File: src/verilog/music_pkg.sv
/*
 * Music player shared definitions
 * Widths, voice amplitude, control states, note step rule and the song table
 */
package music_pkg;

    localparam int NOTE_W     = 6;
    localparam int SAMPLE_W   = 16;
    localparam int PHASE_W    = 16;
    localparam int SONG_COUNT = 4;
    localparam int SONG_W     = 2;
    localparam int ENTRY_W    = 4;

    // Square wave magnitude, a quarter of it per voice keeps the mix in range
    localparam logic signed [SAMPLE_W-1:0] VOICE_AMP = SAMPLE_W'(16384);

    typedef enum logic {
        MCU_STOPPED,
        MCU_PLAYING
    } mcu_state_t;

    // Phase increment per frame, note 0 is a rest and never moves
    function automatic logic [PHASE_W-1:0] note_step(input logic [NOTE_W-1:0] note);
        return PHASE_W'({note, 6'b0});
    endfunction

    // Entry is {chord, duration, note}
    // A duration of 0 marks the end of the song
    function automatic logic [2*NOTE_W:0] song_entry(input logic [SONG_W-1:0] song,
                                                      input logic [ENTRY_W-1:0] idx);
        case ({song, idx})
            // Song 0: three voice chord, rest, then a chord that forces a wait
            6'h00: return {1'b1, 6'd4, 6'd20};
            6'h01: return {1'b1, 6'd4, 6'd24};
            6'h02: return {1'b0, 6'd2, 6'd30};
            6'h03: return {1'b0, 6'd2, 6'd16};
            6'h04: return {1'b0, 6'd1, 6'd0};
            6'h05: return {1'b1, 6'd3, 6'd40};
            6'h06: return {1'b1, 6'd3, 6'd12};
            6'h07: return {1'b1, 6'd2, 6'd50};
            6'h08: return {1'b0, 6'd1, 6'd33};
            // Song 1
            6'h10: return {1'b0, 6'd2, 6'd10};
            6'h11: return {1'b0, 6'd1, 6'd0};
            6'h12: return {1'b0, 6'd2, 6'd15};
            // Song 2
            6'h20: return {1'b1, 6'd3, 6'd8};
            6'h21: return {1'b0, 6'd3, 6'd45};
            6'h22: return {1'b0, 6'd2, 6'd22};
            // Song 3
            6'h30: return {1'b0, 6'd1, 6'd60};
            6'h31: return {1'b1, 6'd2, 6'd31};
            6'h32: return {1'b0, 6'd2, 6'd5};
            default: return '0;
        endcase
    endfunction

endpackage

File: src/verilog/mcu.sv
/*
 * Master control unit
 * Turns play and next button pulses into a play level and a song number
 */
`timescale 1ns/1ps

module mcu (
    input  logic                         clk,
    input  logic                         reset,
    input  logic                         play_button,
    input  logic                         next_button,
    input  logic                         song_done,
    output logic                         play,
    output logic                         reset_player,
    output logic [music_pkg::SONG_W-1:0] song
);

    music_pkg::mcu_state_t state;

    always_ff @(posedge clk) begin
        if (reset) begin
            state        <= music_pkg::MCU_STOPPED;
            song         <= '0;
            reset_player <= 1'b0;
        end else begin
            reset_player <= 1'b0;
            // Song change wins over play, and always stops playback
            if (next_button || song_done) begin
                state        <= music_pkg::MCU_STOPPED;
                reset_player <= 1'b1;
                if (int'(song) == music_pkg::SONG_COUNT - 1) begin
                    song <= '0;
                end else begin
                    song <= song + 1'b1;
                end
            end else if (play_button) begin
                case (state)
                    music_pkg::MCU_STOPPED: state <= music_pkg::MCU_PLAYING;
                    default:                state <= music_pkg::MCU_STOPPED;
                endcase
            end
        end
    end

    // Decoded straight from the state register
    assign play = (state == music_pkg::MCU_PLAYING);

endmodule

File: src/verilog/frame_sync.sv
/*
 * Frame synchronizer
 * One-cycle sample strobe per new_frame rising edge, and a beat every BEAT_COUNT strobes
 */
`timescale 1ns/1ps

module frame_sync #(
    parameter int BEAT_COUNT = 1000
) (
    input  logic clk,
    input  logic reset,
    input  logic new_frame,
    output logic generate_next_sample,
    output logic beat
);

    localparam int CNT_W = (BEAT_COUNT > 1) ? $clog2(BEAT_COUNT) : 1;

    logic             new_frame_d;
    logic             frame_edge;
    logic [CNT_W-1:0] strobe_cnt;

    // Raw codec level, high for a few cycles per frame
    assign frame_edge = new_frame & ~new_frame_d;

    always_ff @(posedge clk) begin
        if (reset) begin
            new_frame_d          <= 1'b0;
            generate_next_sample <= 1'b0;
            beat                 <= 1'b0;
            strobe_cnt           <= '0;
        end else begin
            new_frame_d          <= new_frame;
            generate_next_sample <= frame_edge;
            beat                 <= 1'b0;
            // Beat lands together with the strobe that completes the count
            if (frame_edge) begin
                if (strobe_cnt == CNT_W'(BEAT_COUNT - 1)) begin
                    strobe_cnt <= '0;
                    beat       <= 1'b1;
                end else begin
                    strobe_cnt <= strobe_cnt + 1'b1;
                end
            end
        end
    end

endmodule

File: src/verilog/song_reader.sv
/*
 * Song reader
 * Walks the song table and hands each note to the lowest-numbered idle voice
 */
`timescale 1ns/1ps

module song_reader (
    input  logic                         clk,
    input  logic                         reset,
    input  logic                         play,
    input  logic [music_pkg::SONG_W-1:0] song,
    input  logic                         note_done1,
    input  logic                         note_done2,
    input  logic                         note_done3,
    input  logic                         busy1,
    input  logic                         busy2,
    input  logic                         busy3,
    output logic [music_pkg::NOTE_W-1:0] note,
    output logic [music_pkg::NOTE_W-1:0] duration,
    output logic                         new_note1,
    output logic                         new_note2,
    output logic                         new_note3,
    output logic                         song_done
);

    logic [music_pkg::ENTRY_W-1:0] idx;
    logic                          entry_chord;
    logic [music_pkg::NOTE_W-1:0]  entry_note;
    logic [music_pkg::NOTE_W-1:0]  entry_dur;
    logic                          waiting;
    logic                          finished;
    logic [2:0]                    wait_mask;
    logic [2:0]                    idle;
    logic [2:0]                    pick;
    logic                          active;
    logic                          dispatch;
    logic                          end_hit;

    assign {entry_chord, entry_dur, entry_note} = music_pkg::song_entry(song, idx);

    // A voice with a new_note still in flight has not raised busy yet
    assign idle = ~{busy3, busy2, busy1} & ~{new_note3, new_note2, new_note1};
    // Lowest set bit
    assign pick = idle & (~idle + 3'd1);

    assign active   = play & ~waiting & ~finished;
    // Entry is held while every voice is taken
    assign dispatch = active & (entry_dur != '0) & (idle != 3'b000);
    // End only once the last voices have run out
    assign end_hit  = active & (entry_dur == '0) & (idle == 3'b111);

    always_ff @(posedge clk) begin
        if (reset) begin
            idx       <= '0;
            waiting   <= 1'b0;
            finished  <= 1'b0;
            wait_mask <= 3'b000;
            new_note1 <= 1'b0;
            new_note2 <= 1'b0;
            new_note3 <= 1'b0;
            song_done <= 1'b0;
        end else begin
            {new_note3, new_note2, new_note1} <= dispatch ? pick : 3'b000;
            song_done <= end_hit;
            if (end_hit) begin
                finished <= 1'b1;
            end
            if (dispatch) begin
                idx       <= idx + 1'b1;
                // Chord notes move straight on
                waiting   <= ~entry_chord;
                wait_mask <= pick;
            end else if (waiting && ((wait_mask & {note_done3, note_done2, note_done1}) != 3'b000)) begin
                waiting <= 1'b0;
            end
        end
    end

    // Shared note bus, only meaningful alongside a new_note pulse
    always_ff @(posedge clk) begin
        if (dispatch) begin
            note     <= entry_note;
            duration <= entry_dur;
        end
    end

endmodule

File: src/verilog/note_player.sv
/*
 * Note player, one voice
 * Square wave from a phase accumulator, note length counted down in beats
 */
`timescale 1ns/1ps

module note_player (
    input  logic                                  clk,
    input  logic                                  reset,
    input  logic                                  play_enable,
    input  logic                                  load_new_note,
    input  logic        [music_pkg::NOTE_W-1:0]   note_to_load,
    input  logic        [music_pkg::NOTE_W-1:0]   duration_to_load,
    input  logic                                  beat,
    input  logic                                  generate_next_sample,
    output logic                                  busy,
    output logic                                  done_with_note,
    output logic signed [music_pkg::SAMPLE_W-1:0] sample_out,
    output logic                                  new_sample_ready
);

    logic [music_pkg::NOTE_W-1:0]  note_q;
    logic [music_pkg::NOTE_W-1:0]  dur_left;
    logic [music_pkg::PHASE_W-1:0] phase;
    logic [music_pkg::PHASE_W-1:0] phase_next;
    logic                          advance;
    logic                          last_beat;
    logic                          sounding;

    // Pause freezes both phase and remaining duration
    assign advance    = generate_next_sample & busy & play_enable;
    assign phase_next = phase + music_pkg::note_step(note_q);
    assign last_beat  = advance & beat & (dur_left == 1);
    // Sample reflects the state after this frame's update
    assign sounding   = advance & ~last_beat & (note_q != '0);

    always_ff @(posedge clk) begin
        if (load_new_note) begin
            note_q   <= note_to_load;
            dur_left <= duration_to_load;
            phase    <= '0;
        end else if (advance) begin
            phase <= phase_next;
            if (beat) begin
                dur_left <= dur_left - 1'b1;
            end
        end
    end

    always_ff @(posedge clk) begin
        if (reset) begin
            busy             <= 1'b0;
            done_with_note   <= 1'b0;
            sample_out       <= '0;
            new_sample_ready <= 1'b0;
        end else begin
            done_with_note   <= last_beat;
            new_sample_ready <= generate_next_sample;
            if (load_new_note) begin
                busy <= 1'b1;
            end else if (last_beat) begin
                busy <= 1'b0;
            end
            if (generate_next_sample) begin
                if (!sounding) begin
                    sample_out <= '0;
                end else if (phase_next[music_pkg::PHASE_W-1]) begin
                    sample_out <= -music_pkg::VOICE_AMP;
                end else begin
                    sample_out <= music_pkg::VOICE_AMP;
                end
            end
        end
    end

endmodule

File: src/verilog/voice_mixer.sv
/*
 * Voice mixer
 * Registered sum of three voices, each scaled to a quarter
 */
`timescale 1ns/1ps

module voice_mixer (
    input  logic                                  clk,
    input  logic                                  reset,
    input  logic signed [music_pkg::SAMPLE_W-1:0] sample1,
    input  logic signed [music_pkg::SAMPLE_W-1:0] sample2,
    input  logic signed [music_pkg::SAMPLE_W-1:0] sample3,
    input  logic                                  sample_ready,
    output logic signed [music_pkg::SAMPLE_W-1:0] mixed_sample,
    output logic                                  mixed_valid
);

    always_ff @(posedge clk) begin
        if (reset) begin
            mixed_valid <= 1'b0;
        end else begin
            mixed_valid <= sample_ready;
        end
    end

    // Three quarters of full scale at most, no overflow
    always_ff @(posedge clk) begin
        if (sample_ready) begin
            mixed_sample <= (sample1 >>> 2) + (sample2 >>> 2) + (sample3 >>> 2);
        end
    end

endmodule

File: src/verilog/codec_conditioner.sv
/*
 * Codec conditioner
 * Holds the latest mix and releases it on the frame strobe
 */
`timescale 1ns/1ps

module codec_conditioner (
    input  logic                                  clk,
    input  logic                                  reset,
    input  logic signed [music_pkg::SAMPLE_W-1:0] new_sample_in,
    input  logic                                  latch_new_sample_in,
    input  logic                                  generate_next_sample,
    output logic signed [music_pkg::SAMPLE_W-1:0] valid_sample
);

    logic signed [music_pkg::SAMPLE_W-1:0] held;

    always_ff @(posedge clk) begin
        if (reset) begin
            held         <= '0;
            valid_sample <= '0;
        end else begin
            if (latch_new_sample_in) begin
                held <= new_sample_in;
            end
            // Codec sees one value for the whole frame
            if (generate_next_sample) begin
                valid_sample <= held;
            end
        end
    end

endmodule

File: src/verilog/music_player.sv
/*
 * Music player top level
 * Control, frame timing, song reader, three voices, mixer and codec conditioner
 */
`timescale 1ns/1ps

module music_player #(
    parameter int BEAT_COUNT = 1000
) (
    input  logic                           clk,
    input  logic                           reset,
    input  logic                           play_button,
    input  logic                           next_button,
    input  logic                           new_frame,
    output logic                           new_sample_generated,
    output logic [music_pkg::SAMPLE_W-1:0] sample_out
);

    logic                                  play;
    logic                                  reset_player;
    logic [music_pkg::SONG_W-1:0]          song;
    logic                                  song_done;
    logic                                  player_reset;
    logic                                  generate_next_sample;
    logic                                  beat;
    logic [music_pkg::NOTE_W-1:0]          note;
    logic [music_pkg::NOTE_W-1:0]          duration;
    logic                                  new_note1;
    logic                                  new_note2;
    logic                                  new_note3;
    logic                                  note_done1;
    logic                                  note_done2;
    logic                                  note_done3;
    logic                                  busy1;
    logic                                  busy2;
    logic                                  busy3;
    logic signed [music_pkg::SAMPLE_W-1:0] voice_sample1;
    logic signed [music_pkg::SAMPLE_W-1:0] voice_sample2;
    logic signed [music_pkg::SAMPLE_W-1:0] voice_sample3;
    logic                                  sample_ready;
    logic signed [music_pkg::SAMPLE_W-1:0] mixed_sample;
    logic                                  mixed_valid;

    // A song change restarts the reader and silences leftover voices
    assign player_reset         = reset | reset_player;
    assign new_sample_generated = generate_next_sample;

    mcu u_mcu (.*);

    frame_sync #(.BEAT_COUNT(BEAT_COUNT)) u_frame_sync (.*);

    song_reader u_song_reader (
        .clk(clk), .reset(player_reset), .play(play), .song(song),
        .note_done1(note_done1), .note_done2(note_done2), .note_done3(note_done3),
        .busy1(busy1), .busy2(busy2), .busy3(busy3),
        .note(note), .duration(duration),
        .new_note1(new_note1), .new_note2(new_note2), .new_note3(new_note3),
        .song_done(song_done)
    );

    // Voices share the strobe, so voice 1's ready stands for all three
    note_player u_voice1 (
        .clk(clk), .reset(player_reset), .play_enable(play),
        .load_new_note(new_note1), .note_to_load(note), .duration_to_load(duration),
        .beat(beat), .generate_next_sample(generate_next_sample),
        .busy(busy1), .done_with_note(note_done1),
        .sample_out(voice_sample1), .new_sample_ready(sample_ready)
    );

    note_player u_voice2 (
        .clk(clk), .reset(player_reset), .play_enable(play),
        .load_new_note(new_note2), .note_to_load(note), .duration_to_load(duration),
        .beat(beat), .generate_next_sample(generate_next_sample),
        .busy(busy2), .done_with_note(note_done2),
        .sample_out(voice_sample2), .new_sample_ready()
    );

    note_player u_voice3 (
        .clk(clk), .reset(player_reset), .play_enable(play),
        .load_new_note(new_note3), .note_to_load(note), .duration_to_load(duration),
        .beat(beat), .generate_next_sample(generate_next_sample),
        .busy(busy3), .done_with_note(note_done3),
        .sample_out(voice_sample3), .new_sample_ready()
    );

    voice_mixer u_voice_mixer (
        .clk(clk), .reset(reset),
        .sample1(voice_sample1), .sample2(voice_sample2), .sample3(voice_sample3),
        .sample_ready(sample_ready),
        .mixed_sample(mixed_sample), .mixed_valid(mixed_valid)
    );

    codec_conditioner u_codec_conditioner (
        .clk(clk), .reset(reset),
        .new_sample_in(mixed_sample), .latch_new_sample_in(mixed_valid),
        .generate_next_sample(generate_next_sample),
        .valid_sample(sample_out)
    );

endmodule

File: config.mk
export PLATFORM = sky130hd
export DESIGN_NAME = music_player
export DESIGN_NICKNAME = d
export VERILOG_FILES = /design/src/verilog/music_pkg.sv /design/src/verilog/mcu.sv /design/src/verilog/frame_sync.sv /design/src/verilog/song_reader.sv /design/src/verilog/note_player.sv /design/src/verilog/voice_mixer.sv /design/src/verilog/codec_conditioner.sv /design/src/verilog/music_player.sv
export SDC_FILE = /design/constraint.sdc
export NUM_CORES = 1
export LEC_CHECK = 0
export BUFFER_PORTS_ARGS = -buffer_cell sky130_fd_sc_hd__buf_2
export CAP_MARGIN = 20
export CORE_UTILIZATION = 30
export DETAILED_ROUTE_END_ITERATION = 16
export PLACE_DENSITY_LB_ADDON = 0.3
export REMOVE_ABC_BUFFERS = 1
export SKIP_CTS_REPAIR_TIMING = 1
export SLEW_MARGIN = 20
export SYNTH_ARGS = -nofsm -noshare
export SYNTH_HDL_FRONTEND = slang
export SYNTH_SLANG_ARGS = --single-unit
File: constraint.sdc
create_clock -name clk -period 2.6 [get_ports clk]
set_input_delay 0.78 -clock clk [delete_from_list [all_inputs] [get_ports clk]]
set_output_delay 0.78 -clock clk [all_outputs]
set_load 0.03 [all_outputs]
# Yosys cells after proc, flatten, opt, wreduce, memory -nomap -nowiden
# Memory sizes are Yosys's and may differ from the RTL's.
# Cells that the tools add are included.
# totals
input_bits	5
out_inout_bits	17
reg_bits	230
rom_bits	640
memories	1
wordCells	153
# classes
bitwise	41
n_eq_ne	6
n_reduce_logical	25
add_sub_neg	12
n_mux	28
# mem_list
name	words	width	read_ports	rd_ports_with_merged_regs	wr	line	rtl
(name not given)	64	10	1	0	0	music_pkg.sv:31	case ({song, idx})
# ops
operator	count
$mux W16	6
$mux W6	9
$add A16 B12 Y16	3
$and A1 B1 Y1	25
$reduce_bool A6 Y1	4
$reduce_bool A2 Y1	10
$eq A6 B1 Y1 const B	3
$sub A6 B1 Y6 const B	3
$add A15 B14 Y16	1
$add A14 B14 Y15	1
$mux W1	11
$add A10 B1 Y10 const B	1
$eq A10 B10 Y1 const B	1
$mux W10	1
$and A3 B3 Y3	3
$not A1 Y1	9
$not A3 Y3	3
$logic_not A6 Y1	1
$reduce_and A2 Y1	3
$reduce_bool A3 Y1	2
$reduce_or A2 Y1	3
$add A4 B1 Y4 const B	1
$add A3 B1 Y3 const B	1
$eq A3 B3 Y1 const B	1
other kinds (6)	6

# Logic depth before layout (Yosys ltp)
# logic_depth
depth_word	8
mapped_depth	8
ltp_nobuf	8

# By module
# From an unflattened synthesis, not the netlist that was laid out.
# unflattened
cells_unflattened	912
area_unflattened_um2	9083.7
# by_module_without_submodules
module	seq_area_each_um2	n_inst	cells_per_inst	area_each_um2
note_player (u_voice2 ...)	660.6	2	151	1428.9
voice_mixer	500.5	1	134	1551.5
note_player (u_voice1)	660.6	1	151	1435.1
song_reader	530.5	1	146	1336.3
codec_conditioner	640.6	1	103	1157.4
frame_sync	260.2	1	60	591.8
mcu	80.1	1	15	147.6
music_player	0.0	1	1	6.3

# Worst setup path after synthesis
# Ideal clock, no wire load.
# synth_path
kind	flip-flop to flip-flop
startpoint	register u_song_reader.idx[2] (netlist bit)
endpoint	register u_song_reader.duration[0] (netlist bit), enable pin
setup_time_ps	286
t_arrival_ps	1927
stages_incl_launch_ff	8
synth_period_minus_slack_ps	2212
n_path_buf	1
slack_ps	388
cell_sequence	dfxtp_1 -> clkbuf_1 -> inv_1 -> ha_1 -> a221oi_2 -> o21bai_2 -> o21ai_4 -> inv_1
# synth_between
elab_chain_len	4
# synth_rtl
element	line	rtl
start: declaration	song_reader.sv:26	logic [music_pkg::ENTRY_W-1:0] idx;
start signal: assignment	song_reader.sv:69	idx <= idx + 1'b1;
$mem_v2 Z64 W10	--	
$reduce_bool A6 Y1	song_reader.sv:48	assign dispatch = active & (entry_dur != '0) & (idle != 3'b000);
$and A1 B1 Y1 (2 in series)	song_reader.sv:48	
net u_song_reader.dispatch	song_reader.sv:36	logic dispatch;
end signal: assignment	song_reader.sv:83	duration <= entry_dur;
end: declaration	song_reader.sv:19	output logic [music_pkg::NOTE_W-1:0] duration,
# The timed path passes the listed nets, and every way through them passes these cells.
# A chain may end at the register's enable or synchronous reset.

# Final worst setup path
# layout_path
startpoint	register u_song_reader.idx[1] (netlist bit)
endpoint	register u_song_reader.wait_mask[0]
# layout_between
elab_chain_len	4
# layout_rtl
element	line	rtl
$mem_v2 Z64 W10	--	
$reduce_bool A6 Y1	song_reader.sv:48	
$and A1 B1 Y1 (2 in series)	song_reader.sv:48	
end signal: assignment	song_reader.sv:72	wait_mask <= pick;
end: declaration	song_reader.sv:32	logic [2:0] wait_mask;
# Every way passes these cells.

==> results.md <==
Run status:
- The flow ran to the end, and the final reports show no timing, DRC or antenna violations.

STA:
- In this run the tightest slew margin relative to its limit is 0.634.
- The number of endpoints with negative hold slack in the final report came to 0.
- The final critical-path share of the clock period is 0.880.
- The setup TNS after final layout is 0 ps.
- Setup repair after global routing left no endpoint under its margin.
- Setup violations remaining at the end of the flow were counted as 0.
- The final critical-path required period is 2290 ps.
- For this run, the top clock speed supported by timing is 0.437 GHz.
- The number of slew-limit violations in the final report is 0.
- The worst clock skew on the final layout is 8.37 ps.
- The pin slew with the least headroom to its limit is 548 ps.

Die:
- The initial core utilization is 0.310.
- The region available for standard cell placement spans 21300 sq um.
- The width of the die is 150 um.
- Pin placement for this block handled 22 I/O pins.
- Row generation in the floorplan step produced 53 rows.
- The die covers 22600 sq um.
- The overall die height is 150 um.

Synthesis:
- Summing every instance area after synthesis gives 6610 sq um.
- In this run, synthesis produced a sequential element count of 131.
- The synthesized design contains 49 enable-type register cells.
- The netlist uses 59 different library cells.
- The commonest cells after synthesis are 82 x sky130_fd_sc_hd__dfxtp_1, 70 x sky130_fd_sc_hd__nor2_1, 60 x sky130_fd_sc_hd__nand2_1.
- After technology mapping, the gate count stands at 688.
- The average instance in the mapped netlist occupies 9.61 sq um.
- The most repeated cell in the gate-level netlist after synthesis is sky130_fd_sc_hd__dfxtp_1.
- For this run, the leading register cell type out of synthesis is sky130_fd_sc_hd__dfxtp_1.
- By area the synthesized netlist is led by sky130_fd_sc_hd__dfxtp_1 25%, sky130_fd_sc_hd__edfxtp_1 22%, sky130_fd_sc_hd__ha_1 6.4%.
- The cell accounting for the most synthesized area is sky130_fd_sc_hd__dfxtp_1.
- The sequential share of the synthesized area is 0.471.
- The number of warnings printed during yosys synthesis is 0.
- Of the post-synthesis cell area, the dominant cell type holds 0.248.
- In the synthesized netlist the async set-or-reset flop fraction comes to 0.

Clocking:
- The number of buffers added by the clock tree synthesis step is 17.
- At the later pin of the worst-skew pair, clock insertion delay measures 410 ps.
- The root buffer cell is sky130_fd_sc_hd__clkbuf_16.
- The H-tree generated during clock tree synthesis spans 4 levels.
- The tree built by TritonCTS fans out to 131 sinks.
- TritonCTS built the clock tree.
- The clock transition at the registers of the reported paths is 50 ps.
- The longest clock path from root to sink contains 2 buffers.

Worst setup path:
- The worst setup path is captured at a flip-flop.
- In this run the worst path has a maximum fanout of 7.
- For this run, the slowest stage of the critical path takes 440 ps.
- The family with the most delay on the worst path is compound AO/OA/AOI/OAI gates.
- The endpoint required time on the critical path is 2900 ps.
- The type of the worst setup path is flip-flop to flip-flop.
- The number of buffers and inverters on the critical path is 2.
- The slowest stage cell on the critical path is sky130_fd_sc_hd__dfxtp_1.
- At the worst endpoint, the arrival time is 2580 ps.
- Traced cell by cell, the critical path runs through inv_1 -> ha_1 -> nor2b_1 -> a221oi_2 -> o21bai_2 -> o21ai_4 -> buf_4 -> mux2_4.
- STA classifies the critical path startpoint as a flip-flop.

Placed design:
- The number of buffers inserted by port buffering is 9.
- The estimated wirelength of the detail-placed design is 9.74 mm.
- The final weighted congestion in routability-driven placement is 0.829.
- The placed instances occupy a cell area of 6950 sq um.

Drt:
- The routed design has 13.9 mm of wire.
- The via count normalized by instance count is 4.88.
- The detailed-router iteration count before antenna repair is 9.
- After detailed routing, the average wire length per cell comes to 14.0 um.
- In the routed design, unresolved DRC markers number 0.
- The count of nets left with antenna violations once routing finished came out at 0.
- Summing over every cut layer, the via total after detailed routing is 4836.
- In this run, the number of DRC markers left after iteration 0 of detailed routing was 328.

Global route:
- The number of antenna violations at the first check in global routing came to 0.
- For this run the aggregate overflow at the end of global routing stands at 0.
- The number of global-route vias before repair came to 4685.
- The global-route wire length before repair is 23.3 mm.
- The total routing usage reported by global routing is 0.132.
- The largest net degree at the start of global routing is 30.

Worst hold path:
- The worst hold-check path type is flip-flop to flip-flop.

Run:
- The max-cap violation count is 0.

Finish:
- The net count of the finished layout is 749.
- The design area is 7520 sq um.
- The total inserted antenna cells is 0.
- The share of layout cells above drive strength 1 is 0.0908.
- The area growth from synthesis to final layout is 13.8%.

Power and ir drop:
- The worst-case IR drop observed on VDD is 0.390 mV.
- Summed over all cells, the static leakage comes to 2.86 nW.
- For this design the ratio of total power to cell area is 630 nW/um^2.
logic make-up (layout without fill, tap and decap cells):
group	after synthesis	after routing	share of synthesized area
other cells	1	12	0.000567
fa+ha+maj	41	41	0.0856
compound gates	137	137	0.133
flops	131	131	0.471
xor+xnor	31	31	0.0411
simple gates	255	255	0.190
buf+inv	74	91	0.0498
mux	18	18	0.0292
layout by cell type (no fill, tap or decap), types with 10 or more instances in the layout:
cell type / instances
sky130_fd_sc_hd__nand4_1: 16
sky130_fd_sc_hd__nor2_1: 70
sky130_fd_sc_hd__ha_1: 34
sky130_fd_sc_hd__nor3_1: 18
sky130_fd_sc_hd__nor2b_1: 16
sky130_fd_sc_hd__xnor2_1: 10
sky130_fd_sc_hd__a21oi_1: 46
sky130_fd_sc_hd__inv_1: 35
sky130_fd_sc_hd__mux2i_1: 11
sky130_fd_sc_hd__edfxtp_1: 49
sky130_fd_sc_hd__clkbuf_16: 17
sky130_fd_sc_hd__nand2_1: 60
sky130_fd_sc_hd__buf_4: 15
sky130_fd_sc_hd__dfxtp_1: 82
sky130_fd_sc_hd__o21ai_0: 37
sky130_fd_sc_hd__conb_1: 12
sky130_fd_sc_hd__xor2_1: 21
sky130_fd_sc_hd__nand3_1: 24
final cells by class:
cell class	instances	area, sq um
Timing Repair Buffer	24	158
Sequential cell	131	3110
Clock buffer	26	489
Clock inverter	6	80.1
Inverter	35	131
Fill cell	2134	13800
Tap cell	275	344
Multi-Input combinational cell	494	3210
layer usage:
metal,part of all wire,track usage,vias to the layer above,wire length (um)
li1,-,-,2447,-
met4,0.014,0.0505,0,199
met1,0.50,0.171,2313,6870
met2,0.46,0.214,63,6450
met3,0.025,0.0303,13,350
met5,0,0,-,0
state kept, by name, indices dropped and copies added (netlist names), 6 cells and up:
signal / flops
u_voice2.phase: 10
u_frame_sync.strobe_cnt: 10
u_voice3.note_q: 6
u_voice2.dur_left: 6
u_voice1.note_q: 6
u_voice3.phase: 10
u_voice1.phase: 10
u_voice1.dur_left: 6
u_voice3.dur_left: 6
u_voice2.note_q: 6
u_song_reader.note: 6
final timing paths:
kind	startpoint	end	slack [ps]	cells past startpoint
setup / recovery	u_song_reader.idx[1]	u_song_reader.wait_mask[0]	310	8
hold / removal	u_voice2.phase[8]	u_voice2.phase[8]	460	2
setup reg to reg	u_song_reader.idx[1]	u_song_reader.wait_mask[0]	310	8
hold reg to reg	u_voice2.phase[8]	u_voice2.phase[8]	460	2
power by group:
group / internal [W] / leakage, nW / switching [W]
Combinational: 0.0000831 / 1.47 / 0.000155
Sequential: 0.00216 / 1.11 / 0.0000333
Clock: 0.00148 / 0.282 / 0.000832
per-stage QoR:
step,std cells,util,setup slack (ps),hold WS (ps),power [W]
after global routing,991,0.353,148,475,0.00491
after global placement,959,0.327,410,444,0.00247
final,991,0.353,313,456,0.00474
after CTS,991,0.353,333,456,0.00480
after floorplan,660,-,388,415,0.00239
after detailed placement,959,0.327,346,449,0.00247
worst reg2reg max path: stages (launching register included):
cell                       delay (ps)
sky130_fd_sc_hd__dfxtp_1          440
sky130_fd_sc_hd__inv_1            160
sky130_fd_sc_hd__ha_1             380
sky130_fd_sc_hd__nor2b_1          180
sky130_fd_sc_hd__a221oi_2         290
sky130_fd_sc_hd__o21bai_2         130
sky130_fd_sc_hd__o21ai_4          140
sky130_fd_sc_hd__buf_4            170
sky130_fd_sc_hd__mux2_4           300
Power figures use the tool's default switching activity.
